## config.mk

```make
export PLATFORM = sky130hd
export DESIGN_NAME = debug_delay_gate
export DESIGN_NICKNAME = d
export VERILOG_FILES = /design/src/harness_pkg.sv /design/src/debug_delay_gate.sv
export SDC_FILE = /design/constraint.sdc
export NUM_CORES = 1
export LEC_CHECK = 0
export ABC_AREA = 1
export BUFFER_PORTS_ARGS = -buffer_cell sky130_fd_sc_hd__buf_4
export CORE_MARGIN = 5
export CORE_UTILIZATION = 25
export DETAILED_ROUTE_END_ITERATION = 8
export SETUP_SLACK_MARGIN = 0.02
export SLEW_MARGIN = 40
export SYNTH_ARGS = -nofsm -noshare
export SYNTH_HDL_FRONTEND = slang
export SYNTH_SLANG_ARGS = --single-unit
export TNS_END_PERCENT = 5
```

## constraint.sdc

```tcl
create_clock -name clk_i -period 3.83 [get_ports clk_i]
set_clock_uncertainty 0.15 [all_clocks]
set_input_delay 1.149 -clock clk_i [delete_from_list [all_inputs] [get_ports clk_i]]
set_output_delay 1.149 -clock clk_i [all_outputs]
set_load 0.1 [all_outputs]
```

## src/harness_pkg.sv

```systemverilog
// Shared definitions for the SoC test harness
// Bus widths, address map, debug hold-off count, enums and boot ROM content

package harness_pkg;

  // --------------------------------------------------------------------------
  // Bus widths
  // --------------------------------------------------------------------------
  localparam int unsigned AddrWidth    = 32;
  localparam int unsigned DataWidth    = 64;
  localparam int unsigned StrbWidth    = DataWidth / 8;
  localparam int unsigned WordIdxWidth = 8;

  // --------------------------------------------------------------------------
  // Address map
  // --------------------------------------------------------------------------
  // Boot ROM, 16 words of 8 bytes
  localparam logic [AddrWidth-1:0] RomBase   = 32'h0001_0000;
  localparam int unsigned          RomWords  = 16;
  localparam logic [AddrWidth-1:0] RomLength = AddrWidth'(RomWords * StrbWidth);

  // DRAM, 256 words of 8 bytes
  localparam logic [AddrWidth-1:0] DramBase   = 32'h8000_0000;
  localparam int unsigned          DramWords  = 256;
  localparam logic [AddrWidth-1:0] DramLength = AddrWidth'(DramWords * StrbWidth);

  // Last DRAM word doubles as the exit mailbox
  localparam logic [AddrWidth-1:0] ExitAddr  = 32'h8000_07F8;
  localparam int unsigned          ExitWidth = 32;

  // --------------------------------------------------------------------------
  // Debug request hold-off after reset
  // --------------------------------------------------------------------------
  localparam int unsigned DmiDelCycles  = 500;
  localparam int unsigned DelayCntWidth = 9;

  // Target of a decoded request
  typedef enum logic [1:0] {
    REGION_ROM,
    REGION_DRAM,
    REGION_ERR
  } region_e;

  // Bus controller states
  typedef enum logic {
    ST_IDLE,
    ST_RESP
  } bus_state_e;

  // Boot ROM content: tag, index, inverted index
  function automatic logic [DataWidth-1:0] rom_word(input logic [WordIdxWidth-1:0] idx);
    logic [31:0] idx_ext;
    idx_ext = {{(32 - WordIdxWidth){1'b0}}, idx};
    return {16'hB007, idx_ext[15:0], ~idx_ext};
  endfunction

endpackage

```

## src/debug_delay_gate.sv

```systemverilog
// Debug request gate
// Blocks debug requests for a fixed window after reset and while debug is disabled

module debug_delay_gate (
  input  logic clk_i,
  input  logic rst_ni,
  input  logic dbg_req_i,
  input  logic debug_enable_i,
  output logic debug_req_o
);

  import harness_pkg::*;

  logic [DelayCntWidth-1:0] cnt_d, cnt_q;
  logic                     window_done;

  // --------------------------------------------------------------------------
  // Hold-off counter
  // --------------------------------------------------------------------------
  // Gives the boot code time to run before a debug request can interrupt it
  assign window_done = (cnt_q == '0);
  assign cnt_d       = window_done ? cnt_q : cnt_q - 1'b1;

  always_ff @(posedge clk_i or negedge rst_ni) begin
    if (!rst_ni) begin
      cnt_q <= DelayCntWidth'(DmiDelCycles);
    end else begin
      cnt_q <= cnt_d;
    end
  end

  // Gate, combinational from the request
  assign debug_req_o = dbg_req_i && debug_enable_i && window_done;

  // Counter only ever counts down from the load value
  a_cnt_range : assert property (
    @(posedge clk_i) disable iff (!rst_ni) cnt_q <= DelayCntWidth'(DmiDelCycles)
  );

endmodule

```

**Word level (Yosys, flattened, before mapping)**

Index checks and enable logic that the tools add are counted.

- Add/sub/neg operators: 1
- Multipliers: 0
- Divide/modulo/power cells: 0
- $lt $le $gt $ge: 0
- Eq/ne operators: 0
- Shift-type cells: 0
- Multiplexer cells: 0
- Bitwise operators: 0
- Reductions and logical operators: 3

Operators with widths:

| operator | count |
|---|---|
| logical NOT 9 bit | 1 |
| subtractor 9 x 1 -> 9 bit (second input constant) | 1 |
| logical AND 1 bit | 2 |

- Register bits: 9
- Bits in latches: 0
- RAM bits: 0
- ROM bits: 0
- Bits of input ports: 4
- Output and inout port bits: 1
- Logic and storage cells: 5
- Memories kept: 0

**Logic depth before layout (Yosys ltp)**

Gate-level depths: netlist of the first run.

- Depth in word-level cells: 2
- Gate-level depth with buffers: 8
- Depth with buffers taken out: 8

**Worst setup path before layout of the first run**

Ideal clock, no wire load.

- Path kind: input -> output
- From: input dbg_req_i
- To: output debug_req_o
- Arrival: 2.447 ns
- Data required time: 2.531 ns
- Setup slack: 0.084 ns
- Stages: 2
- Buffers on the path: 0
- Path through: nand2_1 nor2_1

- Cells in the longest elaborated chain, start to end: 2

RTL lines:

| item | RTL line | text |
|---|---|---|
| from (decl) | debug_delay_gate.sv:7 | `input logic dbg_req_i,` |
| logical AND 1 bit (2 in series) | debug_delay_gate.sv:33 | `assign debug_req_o = dbg_req_i && debug_enable_i && window_done;` |
| to (decl) | debug_delay_gate.sv:9 | `output logic debug_req_o` |

No other way between the ends.

**Worst setup path after layout of the first run**

- From: register cnt_q[1]
- To: output debug_req_o

- Cells in the longest elaborated chain, start to end: 2

RTL lines:

| item | RTL line | text |
|---|---|---|
| from (decl) | debug_delay_gate.sv:14 | `logic [DelayCntWidth-1:0] cnt_d, cnt_q;` |
| from (signal assigned) | debug_delay_gate.sv:26 | `cnt_q <= DelayCntWidth'(DmiDelCycles);` |
| from (signal assigned) | debug_delay_gate.sv:28 | `cnt_q <= cnt_d;` |
| logical NOT 9 bit | debug_delay_gate.sv:21 | `assign window_done = (cnt_q == '0);` |
| logical AND 1 bit | debug_delay_gate.sv:33 |  |

No other way between the ends.

==> impl_results.md, run 1 <==
* Status: complete, no violations
* Clock Tree Root: clkbuf_4
* Initial antenna violation count at 0
* DR iter-0 viols at 13
* Max transition margin at 0.816
* CP arrival at 1800 ps
* Cell count after synthesis at 68
* Flop pwr share at 0.537
* Hold path depth at 2
* Port Buffers at 4
* Tot GR Track Use at 0.0722
* DP Wirelength at 623 um
* PwrDens at 297 nW/um^2
* Clock Sinks at 9
* Die W at 55.1 um
* Ant diodes at 0
* Total of max-cap violations at 0
* Crit path cell chain: inv_1 -> ha_1 -> nand2_2 -> nor2_4 -> nand2_4 -> nor2_1 -> buf_4
* Final Non-Filler Cells at 103
* Routability cong. at 0.759
* Post-Route WL at 855 um
* Vias in the first global route at 369
* Final period util at 0.808
* Final setup viols at 0
* Crit path kind: flip-flop to output port
* Maximum root-to-sink buffer count at 2
* DIE AREA at 3030 um^2
* Post-CTS setup buffer count at 0
* Post-Synthesis Cell Area at 508 um^2
* Switch share at 0.221
* Total CTS buffers at 3
* Worst reg2reg setup slack at 2290 ps
* Post-synthesis sequential area ratio at 0.458
* Worst r2r dst: cnt_q[3]$_DFFE_PN0P_
* Synth Area per Inst at 7.47 um^2
* Psw at 0.0000393 W
* Placed instance area at 572 um^2
* Clock power frac at 0.410
* Clk_lat worst skew at 260 ps
* Area share of the largest cell type after synthesis at 0.310
* Worst setup EP type: output port
* Residual DRC count at 0
* Largest stage delay on the critical path at 360 ps
* Min Hold Slack at 331 ps
* Yosys warning count at 0
* GRT overflow at 0
* Die H at 55.1 um
* Initial cell density of the core at 0.262
* Min-Delay Endpoint: cnt_q[7]$_DFFE_PN1P_
* F_max at 323 MHz
* Internal power at 0.000138 W
* Setup TNS at 0 ps
* First-pass GRT wire length at 1480 um
* Largest net degree at the start of global routing at 11
* Fin area at 598 um^2
* RSZ-0062 raised after global routing: false
* Comb power frac at 0.053
* IO Pins at 5
* Cts repair resizes at 0
* Vias per inst at 3.96
* Area delta synth->final at 17.7%
* Worst EP required at 2530 ps
* Max-slew violation count at 0
* Crit path buffers/inverters at 2
* Worst r2r src: cnt_q[1]$_DFFE_PN0P_
* Cell leakage power at 0.323 nW
* Largest fanout on the critical path at 10
* Least-Margin Pin Slew at 279 ps
* Placed Cells at 99
* Hold Vio Cnt, Final at 0
* Largest registers: cnt_q: 9 flops
* Netlist cell types at 19
* Post-layout nets at 82
* Hold_buf cts at 0
* CTS H-tree lvls at 1
* Number of flip-flops in the largest register at 9
* Most flops, register: cnt_q
* DR WL/cell at 8.30 um
* CP Launch Type: flip-flop
* Top delay family on crit path: simple AND/OR/NAND/NOR gates
* DR vias at 408
* Pre-antenna DRT Iters at 4
* Hold/Removal Path Class: flip-flop to flip-flop
* Clk slew on worst S/H paths at 60 ps
* Post-layout min period at 3100 ps
* #FFs+latches synth at 9
* Peak supply drop at 0.000237 V
* Cell taking the most area after synthesis: dfstp_2
* Slowest cell on the critical path: dfrtp_1
* Top post-synthesis cells by area: dfstp_2, dfrtp_1, nand2_1
* Syn Nets at 73
* Layout cells sized above 1 at 0.263
* Antenna-violating nets left at 0
* Num rows at 16
* Core occupancy in the finished layout at 0.308
* Worst Hold Launch: cnt_q[7]$_DFFE_PN1P_
* R2r worst-path depth at 7
* Core ar. at 1940 um^2
* TritonCTS clock tree: yes
-- layout by cell type, fill, tap and decap left out --
master / n
nor2_1: 9
nor2_2: 1
nand2_4: 1
a21oi_1: 1
inv_1: 14
dfrtp_1: 3
clkinv_2: 1
buf_4: 4
o21ai_2: 1
xor2_1: 1
o21ai_1: 1
or2_2: 1
nand3_1: 4
ha_1: 1
nand2_2: 1
nand2_1: 19
o21ai_0: 1
nand4_1: 1
clkbuf_1: 1
nor2_4: 1
clkbuf_4: 3
dfstp_2: 6
-- final cells by class --
cell class / instances / area [um^2]
clock buffer: 4 / 26.3
fill: 211 / 1340
inverter: 15 / 57.6
multi-input combinational: 44 / 218
sequential: 9 / 233
tap: 27 / 33.8
timing repair buffer: 4 / 30.0
-- worst register-to-register path, delay by kind of cell (launching register included) --
family / cells / cell delay, ps
simple gates: 3 / 370
flops: 1 / 360
fa+ha+maj: 1 / 270
buf+inv: 2 / 170
compound gates: 1 / 100
-- cell usage after synthesis (all sizes together) --
cell type,count
nand2,21
inv,14
nor2,11
dfstp,6
nand3,4
dfrtp,3
o21ai,3
a21oi,1
clkinv,1
ha,1
nand4,1
or2,1
xor2,1
-- how the worst max path moves through the flow --
stage,from,end,depth (start not counted),slack (ps)
floorplan,dbg_req_i,debug_req_o,2,80
global placement,dbg_req_i,debug_req_o,4,880
detailed placement,dbg_req_i,debug_req_o,4,880
CTS,cnt_q[1]$_DFFE_PN0P_,debug_req_o,7,710
global route,cnt_q[1]$_DFFE_PN0P_,debug_req_o,7,590
finish,cnt_q[1]$_DFFE_PN0P_,debug_req_o,7,730
-- power groups by stage --
stage | clock, W | sequential, W | combinational [W]
global route | 0.0000818 | 0.0000953 | 0.0000101
CTS | 0.0000764 | 0.0000954 | 0.00000963
finish | 0.0000729 | 0.0000954 | 0.00000937
floorplan | 0 | 0.0000969 | 0.00000458
global placement | 0 | 0.0000969 | 0.00000950
detailed placement | 0 | 0.0000969 | 0.00000961
-- metrics by stage --
stage	power, W	setup WS [ps]
floorplan	0.000101	84.4
global placement	0.000106	883
detailed placement	0.000107	879
CTS	0.000181	705
global route	0.000187	587
finish	0.000178	735
-- metal layers --
| metal | global-route usage | share of wire |
|---|---|---|
| met1 | 0.0933 | 0.47 |
| met2 | 0.100 | 0.44 |
| met5 | 0 | 0 |
| met4 | 0.0486 | 0.033 |
| met3 | 0.0241 | 0.049 |
-- cell families (layout without fill, tap and decap cells) --
group / count (synthesis) / in the layout / synth area share
adder cells (fa/ha/maj): 1 / 1 / 0.0246
AND/OR/NAND/NOR: 38 / 38 / 0.340
AO/OA/AOI/OAI: 4 / 4 / 0.0468
XOR/XNOR: 1 / 1 / 0.0172
flip-flops: 9 / 9 / 0.458
buffers and inverters: 15 / 23 / 0.113
(Power assumes the default switching activity.)
==> run 2, diff against run 1 <==
Settings changed: ABC_AREA 1 to 0.
Clock period 3.83 ns to 2.6 ns, I/O delays scaled along.
==> run 2 against run 1 <==
  * The run now ends with negative setup slack left
  * Worst hold slack got worse by 140 ps
  * Count of clock-buffer cells in the layout unchanged
  * Non-clock buffer count is 5 higher
  * Design area down 2.1%
  * Global-route usage increased by 0.50 points
  * Die area down 11%
  * Power is 47% higher
==> impl_results.md, run 2 <==
* Status: complete, but fails checks (was complete, no violations)
* RSZ-0062 raised after global routing: true (was false)
* Final period util at 1.03
* Post-synthesis sequential area ratio at 0.525 (was 0.458)
* Initial antenna violation count at 0 (unchanged)
* Post-synth EDFFs at 0 (unchanged)
* Area share of the largest cell type after synthesis at 0.356 (was 0.310)
* Worst EP required at 1670 ps (was 2530 ps)
* Worst setup path start: cnt_q[3]$_DFFE_PN0P_ (was cnt_q[1]$_DFFE_PN0P_)
* Number of flip-flops in the largest register at 9 (unchanged)
* Setup TNS at -84.8 ps (was 0 ps)
* First-pass GRT wire length at 1520 um (was 1480 um)
* DP Wirelength at 608 um (was 623 um)
* Initial cell density of the core at 0.259 (was 0.262)
* Vias per inst at 4.38 (was 3.96)
* Clock Tree Root: clkbuf_4 (unchanged)
* Fill count at 194 (was 211)
* Commonest non-fill, non-tap cells in the layout: buf_4, o21ai_0, dfstp_2, clkbuf_4, dfrtp_1 (was nand2_1, inv_1, nor2_1, dfstp_2)
* Port Buffers at 4 (unchanged)
* Routability cong. at 0.752 (was 0.759)
* Crit path cell chain: or4_4 -> nor4_4 -> and3_4 -> buf_12 (was inv_1 -> ha_1 -> nand2_2 -> nor2_4 -> nand2_4 -> nor2_1 -> buf_4)
* Slowest cell on the critical path: or4_4 (was dfrtp_1)
* CP Launch Type: flip-flop (unchanged)
* Most flops, register: cnt_q (unchanged)
* Worst r2r src: cnt_q[3]$_DFFE_PN0P_ (was cnt_q[1]$_DFFE_PN0P_)
* Pre-antenna DRT Iters at 4 (unchanged)
* Clk slew on worst S/H paths at 60 ps (about the same)
* Least-Margin Pin Slew at 247 ps (was 279 ps)
* Netlist cell types at 20 (was 19)
* Area delta synth->final at 32.2% (was 17.7%)
* R2r worst-path depth at 5 (was 7)
* Layout cells sized above 1 at 0.481 (was 0.263)
* Num rows at 15 (was 16)
* Cell count after synthesis at 39 (was 68)
* Cell taking the most area after synthesis: dfstp_2 (unchanged)
* Core ar. at 1710 um^2 (was 1940 um^2)
* Ys async rst share at 1.00 (unchanged)
* Failing checks: negative setup slack
* Largest net degree at the start of global routing at 10 (was 11)
* Top post-synthesis cells by area: dfstp_2, dfrtp_1, o21ai_0 (was dfstp_2, dfrtp_1, nand2_1)
* #FFs+latches synth at 9 (unchanged)
* Placed Cells at 72 (was 99)
* Yosys warning count at 0 (unchanged)
* Clock Sinks at 9 (unchanged)
* Total of max-cap violations at 0 (unchanged)
* CP arrival at 1750 ps (was 1800 ps)
* TritonCTS clock tree: yes (unchanged)
* Register area at 233 um^2 (unchanged)
* Die H at 52.1 um (was 55.1 um)
* Ant diodes at 0 (unchanged)
* PwrDens at 447 nW/um^2 (was 297 nW/um^2)
* Hold Vio Cnt, Final at 0 (unchanged)
* Commonest non-fill, non-tap cell in the layout: buf_4 (was nand2_1)
* Multi-input logic area at 208 um^2 (was 218 um^2)
* Hold/Removal Path Class: input port to asynchronous set/reset pin (was flip-flop to flip-flop)
* Worst Slack Setup Final at -84.8 ps (was 735 ps)
* Crit path kind: flip-flop to output port (unchanged)
* IO Pins at 5 (unchanged)
* DR WL/cell at 10.6 um (was 8.30 um)
* Worst reg2reg setup slack at 830 ps (was 2290 ps)
* Synth top cells by count: dfstp_2, o21ai_0, dfrtp_1 (was nand2_1, inv_1, nor2_1, dfstp_2, nand3_1)
* Min Hold Slack at 191 ps (was 331 ps)
* Final Non-Filler Cells at 77 (was 103)
* Residual DRC count at 0 (unchanged)
* Setup crit end: debug_req_o (unchanged)
* Post-Synthesis Cell Area at 443 um^2 (was 508 um^2)
* Antenna-violating nets left at 0 (unchanged)
* Largest stage delay on the critical path at 560 ps (was 360 ps)
* Worst r2r dst: cnt_q[1]$_DFFE_PN0P_ (was cnt_q[3]$_DFFE_PN0P_)
* Post-layout min period at 2680 ps
* Largest registers: cnt_q: 9 flops (unchanged)
* Maximum root-to-sink buffer count at 2 (unchanged)
* Tot GR Track Use at 0.0772 (was 0.0722)
* Vias in the first global route at 343 (was 369)
* DR vias at 337 (was 408)
* Largest fanout on the critical path at 2 (was 10)
* CTS H-tree lvls at 1 (unchanged)
* Clk_lat worst skew at 250 ps (was 260 ps)
* Syn Nets at 44 (was 73)
* GRT overflow at 0 (unchanged)
* Final setup viols at 1 (was 0)
* F_max at 372 MHz
* Total CTS buffers at 3 (unchanged)
* Die W at 52.1 um (was 55.1 um)
* Synth Area per Inst at 11.4 um^2 (was 7.47 um^2)
* Max-slew violation count at 0 (unchanged)
* Worst setup EP type: output port (unchanged)
* Peak supply drop at 0.000195 V (was 0.000237 V)
* Post-Route WL at 818 um (was 855 um)
* DIE AREA at 2710 um^2 (was 3030 um^2)
* Max transition margin at 0.834 (was 0.816)
* DR iter-0 viols at 5 (was 13)
* Post-layout nets at 58 (was 82)
* Main flop type after synthesis: dfstp_2 (unchanged)
* Cell leakage power at 0.269 nW (was 0.323 nW)
run 2: changes by cell type after synthesis, moves of 2 or more:
cell / delta
nor2_1: -7
o31ai_1: +2
inv_1: -12
nand2_1: -18
or3_1: +2
nand2b_1: +2
nand3_1: -4
nor3_1: +2
o21ai_0: +5
run 2: how the worst min path moves through the flow:
stage,from,to,slack (ps),depth (start not counted)
2_1_floorplan,cnt_q[0]$_DFFE_PN0P_,cnt_q[0]$_DFFE_PN0P_,310,1
3_3_place_gp,cnt_q[0]$_DFFE_PN0P_,cnt_q[0]$_DFFE_PN0P_,340,1
3_5_place_dp,cnt_q[0]$_DFFE_PN0P_,cnt_q[0]$_DFFE_PN0P_,330,1
4_1_cts,rst_ni,cnt_q[1]$_DFFE_PN0P_,180,1
5_1_grt,rst_ni,cnt_q[1]$_DFFE_PN0P_,180,1
6_report,rst_ni,cnt_q[1]$_DFFE_PN0P_,190,1
run 2: cells by family after synthesis:
group	Yosys count	synth area share
buf+inv	2	0.0170
xor+xnor	1	0.0198
fa+ha+maj	1	0.0282
simple gates	14	0.220
mux	2	0.0480
flops	9	0.525
compound gates	10	0.141
run 2: stage by stage:
step	utilization	worst slack, ps	area [um^2]	power (W)
6_report	0.343	-84.8	586	0.000262
3_3_place_gp	0.316	52.3	539	0.000157
2_1_floorplan	-	-42.9	448	0.000150
4_1_cts	0.343	-103	586	0.000268
3_5_place_dp	0.316	19.3	539	0.000157
5_1_grt	0.343	-168	586	0.000275
run 2: final cells by class:
| class | instances | share of cell area |
|---|---|---|
| Sequential cell | 9 | 0.397 |
| Timing Repair Buffer | 9 | 0.137 |
| Multi-Input combinational cell | 28 | 0.355 |
| Inverter | 2 | 0.0128 |
| Clock buffer | 4 | 0.0449 |
| Tap cell | 25 | 0.0534 |
run 2: report_power, final:
group	leakage [nW]	switching (W)	internal (W)
Sequential	0.104	0	0.000141
Clock	0.0150	0.0000454	0.0000589
Combinational	0.150	0.00000996	0.00000704
Total	0.269	0.0000554	0.000207
run 2: critical path: cells and delay by family, from the launching register on:
family	cells	cell delay, ps
buf+inv	1	170
simple gates	3	970
flops	1	380
run 2: timing repair:
| item | CTS | global route |
|---|---|---|
| pin swaps | 1 | 0 |
| setup endpoints to repair | 1 | 1 |
| hold buffers | 0 | 0 |
| setup buffers | 1 | 0 |
| gates cloned | 0 | 0 |
| resized for setup | 3 | 0 |
run 2: routing by layer:
| metal | global-route usage | wire [um] | part of all wire | up-vias |
|---|---|---|---|---|
| met2 | 0.126 | 431 | 0.53 | 2 |
| met5 | 0 | 0 | 0 | - |
| met3 | 0.0344 | 26 | 0.032 | 0 |
| li1 | - | - | - | 170 |
| met1 | 0.0890 | 360 | 0.44 | 165 |
| met4 | 0.0262 | 0 | 0 | 0 |
