$ cat config.mk
export PLATFORM = sky130hd
export DESIGN_NAME = bus_fsm_flat
export DESIGN_NICKNAME = d
export VERILOG_FILES = /design/src/harness_pkg.sv /design/src/mem_bus_if.sv /design/src/bus_fsm.sv /design/src/flat_wrapper.sv
export SDC_FILE = /design/constraint.sdc
export NUM_CORES = 1
export LEC_CHECK = 0
export ABC_AREA = 1
export BUFFER_PORTS_ARGS = -buffer_cell sky130_fd_sc_hd__buf_2
export CORE_AREA = 10 10 174 176
export DETAILED_ROUTE_END_ITERATION = 7
export DIE_AREA = 0 0 184 186
export SLEW_MARGIN = 5
export SYNTH_ARGS = -nofsm -noshare
export SYNTH_HDL_FRONTEND = slang
export SYNTH_SLANG_ARGS = --single-unit
$ cat constraint.sdc
create_clock -name clk_i -period 1.65 [get_ports clk_i]
set_input_delay 0.33 -clock clk_i [delete_from_list [all_inputs] [get_ports clk_i]]
set_output_delay 0.33 -clock clk_i [all_outputs]
set_load 0.005 [all_outputs]
$ cat src/harness_pkg.sv
// Shared definitions for the SoC test harness
// Bus widths, address map, debug hold-off count, enums and boot ROM content

package harness_pkg;

  // --------------------------------------------------------------------------
  // Bus widths
  // --------------------------------------------------------------------------
  localparam int unsigned AddrWidth    = 32;
  localparam int unsigned DataWidth    = 64;
  localparam int unsigned StrbWidth    = DataWidth / 8;
  localparam int unsigned WordIdxWidth = 8;

  // --------------------------------------------------------------------------
  // Address map
  // --------------------------------------------------------------------------
  // Boot ROM, 16 words of 8 bytes
  localparam logic [AddrWidth-1:0] RomBase   = 32'h0001_0000;
  localparam int unsigned          RomWords  = 16;
  localparam logic [AddrWidth-1:0] RomLength = AddrWidth'(RomWords * StrbWidth);

  // DRAM, 256 words of 8 bytes
  localparam logic [AddrWidth-1:0] DramBase   = 32'h8000_0000;
  localparam int unsigned          DramWords  = 256;
  localparam logic [AddrWidth-1:0] DramLength = AddrWidth'(DramWords * StrbWidth);

  // Last DRAM word doubles as the exit mailbox
  localparam logic [AddrWidth-1:0] ExitAddr  = 32'h8000_07F8;
  localparam int unsigned          ExitWidth = 32;

  // --------------------------------------------------------------------------
  // Debug request hold-off after reset
  // --------------------------------------------------------------------------
  localparam int unsigned DmiDelCycles  = 500;
  localparam int unsigned DelayCntWidth = 9;

  // Target of a decoded request
  typedef enum logic [1:0] {
    REGION_ROM,
    REGION_DRAM,
    REGION_ERR
  } region_e;

  // Bus controller states
  typedef enum logic {
    ST_IDLE,
    ST_RESP
  } bus_state_e;

  // Boot ROM content: tag, index, inverted index
  function automatic logic [DataWidth-1:0] rom_word(input logic [WordIdxWidth-1:0] idx);
    logic [31:0] idx_ext;
    idx_ext = {{(32 - WordIdxWidth){1'b0}}, idx};
    return {16'hB007, idx_ext[15:0], ~idx_ext};
  endfunction

endpackage

$ cat src/mem_bus_if.sv
// Word-addressed memory bus between the bus controller and one memory
// Request fields flow from master to slave, read data flows back

interface mem_bus_if;

  import harness_pkg::*;

  logic                    req;
  logic                    we;
  logic [WordIdxWidth-1:0] addr;
  logic [DataWidth-1:0]    wdata;
  logic [StrbWidth-1:0]    be;
  // Registered by the memory, valid the cycle after req
  logic [DataWidth-1:0]    rdata;

  modport master (
    output req,
    output we,
    output addr,
    output wdata,
    output be,
    input  rdata
  );

  modport slave (
    input  req,
    input  we,
    input  addr,
    input  wdata,
    input  be,
    output rdata
  );

endinterface

$ cat src/bus_fsm.sv
// Bus controller for the harness
// Accepts one request, decodes ROM, DRAM or error, and returns a single-cycle response

module bus_fsm (
  input  logic                            clk_i,
  input  logic                            rst_ni,
  input  logic                            req_i,
  input  logic                            we_i,
  input  logic [harness_pkg::AddrWidth-1:0] addr_i,
  input  logic [harness_pkg::DataWidth-1:0] wdata_i,
  input  logic [harness_pkg::StrbWidth-1:0] be_i,
  output logic                            gnt_o,
  output logic                            rvalid_o,
  output logic [harness_pkg::DataWidth-1:0] rdata_o,
  output logic                            err_o,
  mem_bus_if.master                       rom_o,
  mem_bus_if.master                       dram_o
);

  import harness_pkg::*;

  bus_state_e              state_d, state_q;
  region_e                 region_d, region_q;
  logic                    we_q;
  logic                    accept;
  logic [WordIdxWidth-1:0] word_idx;

  // --------------------------------------------------------------------------
  // Address decode
  // --------------------------------------------------------------------------
  // Writes to the ROM fall through to the error region
  always_comb begin
    region_d = REGION_ERR;
    if (addr_i >= RomBase && addr_i < RomBase + RomLength && !we_i) begin
      region_d = REGION_ROM;
    end else if (addr_i >= DramBase && addr_i < DramBase + DramLength) begin
      region_d = REGION_DRAM;
    end
  end

  // Both bases are aligned well above the region sizes
  assign word_idx = addr_i[$clog2(StrbWidth) +: WordIdxWidth];

  // Handshake
  assign gnt_o  = (state_q == ST_IDLE);
  assign accept = req_i && gnt_o;

  // Memory requests only for legal accesses
  assign rom_o.req   = accept && (region_d == REGION_ROM);
  assign rom_o.we    = we_i;
  assign rom_o.addr  = word_idx;
  assign rom_o.wdata = wdata_i;
  assign rom_o.be    = be_i;

  assign dram_o.req   = accept && (region_d == REGION_DRAM);
  assign dram_o.we    = we_i;
  assign dram_o.addr  = word_idx;
  assign dram_o.wdata = wdata_i;
  assign dram_o.be    = be_i;

  // --------------------------------------------------------------------------
  // State machine
  // --------------------------------------------------------------------------
  always_comb begin
    state_d = state_q;
    case (state_q)
      ST_IDLE: if (accept) state_d = ST_RESP;
      ST_RESP: state_d = ST_IDLE;
      default: state_d = ST_IDLE;
    endcase
  end

  always_ff @(posedge clk_i or negedge rst_ni) begin
    if (!rst_ni) begin
      state_q  <= ST_IDLE;
      region_q <= REGION_ERR;
      we_q     <= 1'b0;
    end else begin
      state_q <= state_d;
      if (accept) begin
        region_q <= region_d;
        we_q     <= we_i;
      end
    end
  end

  // Response, read data from the memory selected at accept
  assign rvalid_o = (state_q == ST_RESP);
  assign err_o    = rvalid_o && (region_q == REGION_ERR);

  always_comb begin
    rdata_o = '0;
    if (rvalid_o && !we_q) begin
      case (region_q)
        REGION_ROM:  rdata_o = rom_o.rdata;
        REGION_DRAM: rdata_o = dram_o.rdata;
        default:     rdata_o = '0;
      endcase
    end
  end

  // At most one response every second cycle
  a_rvalid_single : assert property (
    @(posedge clk_i) disable iff (!rst_ni) rvalid_o |=> !rvalid_o
  );

endmodule

$ cat src/flat_wrapper.sv
// flat-port wrapper written by rule: the top's interface ports become plain ports
module bus_fsm_flat import harness_pkg::*;
  (clk_i, rst_ni, req_i, we_i, addr_i, wdata_i, be_i, gnt_o, rvalid_o, rdata_o, err_o, rom_o_req, rom_o_we, rom_o_addr, rom_o_wdata, rom_o_be, rom_o_rdata, dram_o_req, dram_o_we, dram_o_addr, dram_o_wdata, dram_o_be, dram_o_rdata);
  mem_bus_if rom_o_i ();
  mem_bus_if dram_o_i ();
  input  logic clk_i;
  input  logic rst_ni;
  input  logic req_i;
  input  logic we_i;
  input  logic [harness_pkg::AddrWidth-1:0] addr_i;
  input  logic [harness_pkg::DataWidth-1:0] wdata_i;
  input  logic [harness_pkg::StrbWidth-1:0] be_i;
  output logic gnt_o;
  output logic rvalid_o;
  output logic [harness_pkg::DataWidth-1:0] rdata_o;
  output logic err_o;
  output wire logic [$bits(rom_o_i.req)-1:0] rom_o_req;
  output wire logic [$bits(rom_o_i.we)-1:0] rom_o_we;
  output wire logic [$bits(rom_o_i.addr)-1:0] rom_o_addr;
  output wire logic [$bits(rom_o_i.wdata)-1:0] rom_o_wdata;
  output wire logic [$bits(rom_o_i.be)-1:0] rom_o_be;
  input wire logic [$bits(rom_o_i.rdata)-1:0] rom_o_rdata;
  output wire logic [$bits(dram_o_i.req)-1:0] dram_o_req;
  output wire logic [$bits(dram_o_i.we)-1:0] dram_o_we;
  output wire logic [$bits(dram_o_i.addr)-1:0] dram_o_addr;
  output wire logic [$bits(dram_o_i.wdata)-1:0] dram_o_wdata;
  output wire logic [$bits(dram_o_i.be)-1:0] dram_o_be;
  input wire logic [$bits(dram_o_i.rdata)-1:0] dram_o_rdata;
  assign rom_o_req = rom_o_i.req;
  assign rom_o_we = rom_o_i.we;
  assign rom_o_addr = rom_o_i.addr;
  assign rom_o_wdata = rom_o_i.wdata;
  assign rom_o_be = rom_o_i.be;
  assign rom_o_i.rdata = rom_o_rdata;
  assign dram_o_req = dram_o_i.req;
  assign dram_o_we = dram_o_i.we;
  assign dram_o_addr = dram_o_i.addr;
  assign dram_o_wdata = dram_o_i.wdata;
  assign dram_o_be = dram_o_i.be;
  assign dram_o_i.rdata = dram_o_rdata;
  bus_fsm u_core (.clk_i(clk_i), .rst_ni(rst_ni), .req_i(req_i), .we_i(we_i), .addr_i(addr_i), .wdata_i(wdata_i), .be_i(be_i), .gnt_o(gnt_o), .rvalid_o(rvalid_o), .rdata_o(rdata_o), .err_o(err_o), .rom_o(rom_o_i), .dram_o(dram_o_i));
endmodule
After elaboration in Yosys (flattened, before gate mapping)

Cells that the tools add are included.
Widths: inputs -> output; s select.

Register bits after elaboration: 4
Input bits: 236
Output and inout port bits: 231
Word-level logic and storage cells: 29

Order comparisons: 4
Eq/ne operators: 3
Multiplexer cells: 6
Bitwise gates (word level): 1
Reduce and logical (&&, ||, !) cells: 12

Operators by type and width:

| kind                 | number |
|---|---|
| $pmux 64 s2          | 1 |
| $mux 64              | 1 |
| $ge 32x17->1 const B | 1 |
| $ge 32x32->1 const B | 1 |
| $lt 32x17->1 const B | 1 |
| $lt 32x32->1 const B | 1 |
| $logic_and 1x1->1    | 8 |
| $eq 2x1->1 const B   | 2 |
| $logic_not 2->1      | 2 |
| $mux 2               | 2 |
| $eq 2x2->1 const B   | 1 |
| $logic_not 1->1      | 2 |
| $pmux 1 s2           | 1 |
| $mux 1               | 1 |
| $not 1->1            | 1 |

Logic depth before layout (Yosys ltp)

Gate-level depths: netlist of the first run.

Depth after elaboration: 6
Depth in mapped cells: 8
Mapped depth without buffers: 8

Worst setup path after synthesis of the first run

OpenSTA, ideal clock, no wires.

Path type: reg-to-output
Start: reg u_core.state_q (netlist: u_core.rvalid_o)
End: out rdata_o[13] (netlist bit)
Arrival time: 1.046 ns
Data required time: 1.320 ns
Slack: 0.274 ns
Cell stages (with the launch flop): 6
Buffers on the path: 2
Cell sequence: dfrtp_1 -> inv_2 -> or2_1 -> buf_6 -> buf_2 -> a21oi_1

Cells in the longest elaborated chain, start to end: 2

Ends and longest elaborated chain:

| what                     | RTL line           | text |
|---|---|---|
| start: declaration       | bus_fsm.sv:22      | `bus_state_e state_d, state_q;` |
| start signal: assignment | bus_fsm.sv:79      | `state_q <= state_d;` |
| $logic_and 1x1->1        | bus_fsm.sv:93      | `if (rvalid_o && !we_q) begin` |
| $mux 64                  | bus_fsm.sv:93      |  |
| end: declaration         | flat_wrapper.sv:15 | `output logic [harness_pkg::DataWidth-1:0] rdata_o;` |

No other way between the ends.

Final worst setup path of the first run

Start: reg u_core.region_q[0]
End: out rdata_o[31] (netlist bit)

Cells in the longest elaborated chain, start to end: 3
Elaborated cells on any way between the ends: 4
Those cells by class: eq/ne (1); mux (2); reduce/logical (1)

Ends and longest elaborated chain:

| what                                                 | RTL line      | text |
|---|---|---|
| start: declaration                                   | bus_fsm.sv:23 | `region_e region_d, region_q;` |
| start signal: assignment                             | bus_fsm.sv:81 | `region_q <= region_d;` |
| $eq 2x1->1 / $logic_not 2->1 (equally long branches) | bus_fsm.sv:94 | `case (region_q)` |
| $pmux 64 s2 *                                        | bus_fsm.sv:94 |  |
| $mux 64 *                                            | bus_fsm.sv:93 |  |

Mark *: on every way between the ends. The rest lies on a longest branch, timed or not.

==> metrics list, run 1 <==
* Leakage power: 1.77 nW
- Largest fanout of any net on the critical path: 12
- Largest area contributor in the synthesized netlist: buf_4
* Max cap viols: 0
* Final GP Congestion: a little under 0.9
* Dominant cell by count in the synthesized netlist: buf_4
- Area Overhead vs Synth: 35.1%
* Number of inserted filler cells in the final layout: just over 3000
- Data required time at the worst endpoint: 1.32 ns
- Count of H-tree levels built during CTS: 1
- Combined buffer and inverter count along the critical path: 3
- Worst hold path startpoint: req_i
- Number of antenna-violating nets in the routed design: 0
- Headroom to the max-slew limit came out at around four fifths.
- Grouping stages by cell kind, the critical path spends the most delay in buffers and inverters.
- In this run, placement finished with an instance count of 866.
* Library cell used as clock root buffer: clkbuf_16
- Buffer levels on the longest clock path: 2
* Setup repair after global routing missed its margin: yes
- Storage element area: between 100 and 150 um2
- Port Buffer Count: ~240
- Clock transition at path regs: around 0.030 ns
- Of the synthesized area, sequential elements account for around 3.8%.
- DP Wirelength: ~12000 um
* Max Clock Freq: 531 MHz
* Final number of hold-violating endpoints: 0
- Class of the tightest hold or removal check: input port to flip-flop
- Crit-path cells: nor2_4, buf_4, buf_12, nand2_1, a21oi_2, buf_2
* DRC viols: 0
- Worst setup margin: -0.233 ns
* Maximum number of pins on one net before global-route repair: 46
- The final reports fail on negative setup slack.
* Final Skew: around 0.000058 ns
* Post-Syn Area: 2690 um2
- CTS tree: done
* Synthesis warning total: 0
- Number of global-route vias before repair: 3269
* Number of antenna violations at the first check in global routing: 1
- In this run the most used layer during global routing was met2.
- Total power divided by cell area: 388 nW/um2
* IR drop worst, VDD: about 0.74 mV
- Met3 Track Usage GR: between 4 and 5%
- After global routing the overflow that remains totals 0.
- Top flip-flop cell by instance count after synthesis: dfrtp_1
* Count of flip-flops with a built-in enable after synthesis: 0
* Final worst path period share: 114%
* Sum of routed wire length over all layers: around 16000 um
- Shortest period the worst path allows: 1.88 ns
* Layout Utilization: between 10% and 20%
- With fillers left out, the area of the finished cells amounts to roughly 3600 um2.
- Dividing the detail-routed via count by the number of cells gives 3.71.
- DRT iter0 DRCs: roughly 120
* Worst setup SP type: flip-flop
* GRT Overall Usage: 7.30%
- The floorplan step defined a die boundary enclosing 34200 um2.
- At the later pin of the worst-skew pair, clock insertion delay measures around 0.22 ns.
* Final sum of negative setup slack: -7.58 ns
- Met1 GRT Util: 6.15%
- Measured along the y axis, the die boundary spans about 190 um.
- After floorplanning, the core was divided into 60 placement rows.
- Slew at the pin closest to its max-slew limit: 0.326 ns
- Starting density of the core: 10.1%
* Net count of the mapped netlist: around 700
- Ranking of synthesized cells by area: buf_4 47%, nand3_1 13%, nand2_1 12%
* Number of slew-limit violations in the final report: 0
- Clock Sink Count: 4
- Summed over its instances, the top area cell type makes up approximately 47% of the synthesized netlist area.
- Worst setup path category: flip-flop to primary output
* Post-synthesis async set-or-reset flop share: between 90% and 100%
* Launching instance or port of the critical path: u_core.region_q[0]
- From left edge to right edge, the die measures around 180 um.
- Seq cells post-synth: 4
* Critical-path cell with the highest stage delay: dfrtp_2
- Setup violations remaining at the end of the flow were counted as between 60 and 70.
* Cell variety after synth: 18
- For this block, the via count after detailed routing is about 3300.
* CP arrival: roughly 1.6 ns
* Detailed Routing Iterations Pass 1: 4
- Worst hold slack after final layout: between 0.4 and 0.5 ns
- In this run the count of I/O pins placed on the die edge is between 400 and 500.
* Core footprint: about 27000 um2
- Mean instance size in the synthesized netlist: 5.79 um2
- For this run, global-route usage on met2 was measured as 12.7%.
- Final non-filler cell total: just under 900
- TritonCTS created 3 clock buffers.
- Number of nets at the end of the flow: a little under 800
- Crit path largest cell delay: about 0.42 ns
* Fraction of layout instances using a drive strength above 1: 59.2%
- STA classifies the critical path endpoint as a primary output.
* Post-DP Area: 3070 um2
* First-pass GRT wire length: approximately 19000 um
* Beginning of the worst register-to-register path: u_core.rvalid_o
- The flow ran to the end, but the final reports show violations.
* Synthesized netlist cell count: roughly 470
- Ranked by instance count, the synthesized netlist is headed by 167 x buf_4, 87 x nand2_1, 69 x nand3_1.
- The multi-input combinational cells in the finished layout cover a total of about 1300 um2.
* Detail-routed net length per standard cell: around 18 um
worst reg2reg max path: stages (launching register included):
cell and delay (ns):
dfrtp_1 0.37, inv_2 0.07, buf_6 0.12, nand2_2 0.06
inv_2 0.06, nand4_1 0.12, buf_4 0.16, buf_4 0.12
nand2_1 0.05
stage by stage:
step | power [W] | setup slack (ns)
2_1_floorplan | 0.000713 | 0.274
3_3_place_gp | 0.000772 | -0.0222
3_5_place_dp | 0.000782 | -0.0108
4_1_cts | 0.00125 | -0.178
5_1_grt | 0.00151 | -0.251
6_report | 0.00141 | -0.233
cell type report:
cell class | instances | area share (%)
diodes | 1 | 0.0688
clock buffers | 4 | 2.17
inverters | 27 | 2.86
multi-input cells | 245 | 35.3
flip-flops and latches | 4 | 2.82
well taps | 341 | 11.7
repair buffers | 266 | 45.1
routing by layer:
| layer | routed length (um) | share of wire (%) |
|---|---|---|
| met1 | 4730 | 30 |
| met2 | 7590 | 49 |
| met3 | 2510 | 16 |
| met4 | 703 | 4.5 |
| met5 | 49 | 0.31 |
report_power, final:
| group | internal, W | switching (W) |
|---|---|---|
| Clock | 0.000319 | 0.0000722 |
| Sequential | 0.000109 | 0.00000925 |
| Combinational | 0.000432 | 0.000470 |
registers in the layout (all words and copies together), names as in the netlist:
name             flops
u_core.region_q      2
u_core.we_q          1
u_core.rvalid_o      1
cell usage in the layout (no fill, tap or decap):
cell type      count
nand2_1           78
inv_1             24
dlygate4sd3_1      1
diode_2            1
buf_6              7
nand3_1           69
nand4_1            1
buf_2            234
buf_8              1
nand3b_1           2
clkbuf_16          7
dfstp_2            1
inv_4              1
or2_4              1
dfrtp_2            1
nor2_2             4
a21oi_1           30
nor2_4             1
nor2_1            14
nand2_2            9
nor3_4             1
buf_12             8
buf_4             10
dfrtp_1            2
buf_16             1
clkbuf_1           1
inv_2              2
a21oi_2           34
o21ai_0            1
timing repair:
| item | in CTS | in global routing |
|---|---|---|
| endpoints found under the setup margin | 66 | 67 |
| buffers inserted | 1 | 9 |
| pin swaps | 0 | 0 |
| cloned | 1 | 5 |
| hold buffers | 1 | 0 |
| hold endpoints to repair | 3 | 0 |
| gates resized for setup | 26 | 45 |
cell families (layout without fill, tap and decap cells):
| kind of cell | Yosys count | in the layout | share of synthesized area (%) |
|---|---|---|---|
| buf+inv | 216 | 297 | 55.0 |
| simple gates | 180 | 180 | 29.1 |
| compound gates | 65 | 65 | 12.1 |
| flops | 4 | 4 | 3.77 |
| other cells | 0 | 1 | 0 |
final timing paths:
kind | slack [ns] | cells past startpoint | endpoint
min reg2reg | 0.51 | 2 | u_core.region_q[1]
max reg2reg | 0.45 | 8 | u_core.region_q[0]
min | 0.44 | 4 | u_core.rvalid_o
min in group asynchronous | 0.47 | 2 | u_core.rvalid_o
max in group asynchronous | 0.97 | 2 | u_core.region_q[1]
max | -0.23 | 6 | rdata_o[31]
No activity file was read; power rests on OpenSTA's default activity.
==> run 2, diff against run 1 <==
==> constraint.sdc (replaced) <==
create_clock -name clk_i -period 1.65 [get_ports clk_i]
set_input_delay 0.0825 -clock clk_i [delete_from_list [all_inputs] [get_ports clk_i]]
set_output_delay 0.0825 -clock clk_i [all_outputs]
set_load 0.005 [all_outputs]
==> run 2 against run 1 <==
  * The run now ends clean
  * Power down 19%
  * Critical endpoint is now rdata_o[29]
  * Flip-flop and latch count did not move
  * Maximum frequency up 17%
  * Non-clock buffer count down 21
  * Count of clock-buffer cells in the layout unchanged
  * Register-to-register slack gained 0.07 ns
  * Clock skew up 0.0025 ns
  * Cell count is 2.1% lower
==> metrics list, run 2 (synthesis results as in run 1) <==
- Clk network pwr share: between 30% and 40%
* IR drop worst, VDD: 0.438 mV
- Slew at the pin closest to its max-slew limit: 0.298 ns
- Setup violations remaining at the end of the flow were counted as 0.
- The die is around 190 um tall.
- Worst setup margin: approximately 0.042 ns
- Most common cell after layout, fill and taps aside: buf_2
- Setup repair after global routing missed its margin: no
* Port Buffer Count: approximately 240
- In the final layout, the share of cells above drive strength 1 is ~50%.
- The initial utilization of the core area, before any placement, comes to between 10% and 20%.
* Relative max-transition margin: between 80% and 90%
- Worst setup SP type: flip-flop
- Leakage power: roughly 1.6 nW
* Outcome: finished, final reports clean
- Number of slew-limit violations in the final report: 0
- Met1 GRT Util: under 10%
* Total power divided by cell area: 365 nW/um2
- Max-cap violations in this run came to 0.
- Die area: approximately 34000 um2
- Via total after detailed routing: about 3100
- Entering global routing, the biggest net connects 46 pins.
* GRT Overall Usage: under 10%
- Logic pwr share: 56.2%
* Worst slack at placement: between 0.2 and 0.25 ns
* Number of cell rows: 60
- Summed over all layers, the routed wires come to roughly 14000 um.
- The initial antenna violation count came to 3.
- The total area inside the core boundary comes to ~27000 um2.
- Once the clock tree was built, the setup fixing pass inserted 0 buffers.
- Number of antenna-violating nets in the routed design: 0
- Internal power comes to between 0.0007 and 0.0008 W.
- Largest register FFs: 2
- After filler insertion, the fill cell instance count of the layout stands at ~3200.
- In this run, the number of DRC markers left after iteration 0 of detailed routing was a little over 90.
- Final Skew: 0.00257 ns
* Switching power summed over all nets: approximately 0.00043 W
- In this run the worst path has a maximum fanout of 45.
* Final sum of negative setup slack: 0 ns
* Most congested layer reported by global routing: met2
- Shortest period the worst path allows: 1.61 ns
- Count of H-tree levels built during CTS: 1
- Final worst path period share: between 90% and 100%
- In the global route stage, met2 resource usage came out at roughly 11%.
* CP arrival: roughly 1.5 ns
* Commonest cells after routing, fill and taps aside: 235 x buf_2, 87 x nand2_1, 69 x nand3_1, 61 x a21oi_1, 25 x inv_1
- Dividing the detail-routed wire length by the instance count gives roughly 16 um.
- Library cell used as clock root buffer: clkbuf_16
- Critical path capture point type: primary output
- DRC viols: 0
* Critical-path cell with the highest stage delay: dfrtp_1
- Number of global-route vias before repair: between 3000 and 4000
- Tot Pwr: 0.00115 W
* Sequential power share: about 10%
- Number of nets at the end of the flow: 762
* Buffer levels on the longest clock path: 2
- Reg with most FFs: u_core.region_q
- The clock net in this run drives a total of 4 sinks.
- First-pass GRT wire length: approximately 18000 um
* Data required time at the worst endpoint: 1.57 ns
- The total count of hold-check failures in the final report came to 0.
- The signal on the critical path passes through inv_2, or2_2, buf_12, a21oi_1, buf_2.
- TritonCTS buffer count: 3
- Net switching is between 30% and 40% of the power.
* Area Overhead vs Synth: 17.0%
* Vias per inst: around 3.6
* Leftover overflow at the end of global routing: 0
- Derived from the worst setup path, the maximum achievable clock frequency is just over 600 MHz.
* Detailed Routing Iterations Pass 1: 6
- TritonCTS built the clock tree.
* Worst setup path category: flip-flop to primary output
* Clock transition at path regs: 0.03 ns
- Final GP Congestion: about 0.9
- Horizontal die dimension: 184 um
* Crit path largest cell delay: 0.35 ns
- Class of the tightest hold or removal check: input port to primary output
- Clock latency at the later pin of the worst-skew pair: between 0.2 and 0.25 ns
* Number of top-level design ports: approximately 470
* DP Wirelength: about 12000 um
- Met3 Track Usage GR: between 4 and 5%
## run 2: cell types whose count changed in the layout (fill, tap and decap cells not counted), moves of 2 or more
cell	change
buf_6	-5
nor2_1	+4
nand2_1	+9
nand2_2	-9
a21oi_2	-31
buf_4	-7
buf_12	-4
diode_2	+2
clkbuf_16	-4
nor2_2	-4
a21oi_1	+31
## run 2: layout make-up
type / instances / area, um2 / area share (%)
repair buffers: 245 / 1310 / 41.7
multi-input cells: 245 / 1120 / 35.6
well taps: 341 / 427 / 13.6
flip-flops and latches: 4 / 103 / 3.26
inverters: 27 / 101 / 3.22
clock buffers: 4 / 78.8 / 2.50
diodes: 3 / 7.51 / 0.238
## run 2: power by group through the flow
| stage | sequential, W | combinational (W) | clock, W |
|---|---|---|---|
| 2_1_floorplan | 0.000116 | 0.000597 | 0 |
| 3_3_place_gp | 0.000117 | 0.000643 | 0 |
| 3_5_place_dp | 0.000117 | 0.000651 | 0 |
| 4_1_cts | 0.000116 | 0.000656 | 0.000393 |
| 5_1_grt | 0.000117 | 0.000722 | 0.000402 |
| 6_report | 0.000116 | 0.000645 | 0.000386 |
## run 2: per-stage QoR
step | cell area [um2] | utilization [%] | cells | hold WS [ns]
finish | 3150 | 11.8 | 869 | 0.165
global route | 3150 | 11.8 | 869 | 0.165
CTS | 3130 | 11.7 | 866 | 0.165
detailed placement | 3030 | 11.3 | 861 | -0.106
global placement | 3030 | 11.3 | 861 | -0.105
floorplan | 2690 | - | 465 | -0.213
## run 2: final timing paths
check / cells after the start / slack [ns] / endpoint / start
worst max-delay path: 5 / 0.04 / rdata_o[29] / u_core.rvalid_o
worst min register to register: 2 / 0.48 / u_core.we_q / u_core.we_q
worst max register to register: 6 / 0.52 / u_core.region_q[0] / u_core.rvalid_o
worst min-delay path: 0 / 0.17 / dram_o_wdata[43] / wdata_i[43]
min in group asynchronous: 2 / 0.22 / u_core.rvalid_o / rst_ni
max in group asynchronous: 2 / 1.23 / u_core.region_q[1] / rst_ni
## run 2: routing by layer
| metal | up-vias | part of all wire, % |
|---|---|---|
| met5 | - | 0.36 |
| met4 | 2 | 4.4 |
| met3 | 59 | 17 |
| met2 | 300 | 47 |
| met1 | 1292 | 31 |
| li1 | 1443 | - |
## run 2: repair_timing
action                                  in CTS  in global routing
gates resized for setup                      1                  4
hold endpoints to repair                     4                  0
hold buffers                                 1                  0
endpoints found under the setup margin       1                  3
## run 2: critical path, delay by kind of cell, from the launching register on
| family | cells | cell delay [ns] |
|---|---|---|
| DFF | 1 | 0.35 |
| AOI/OAI and AO/OA | 1 | 0.21 |
| buffers and inverters | 3 | 0.38 |
| and+or+nand+nor | 1 | 0.32 |
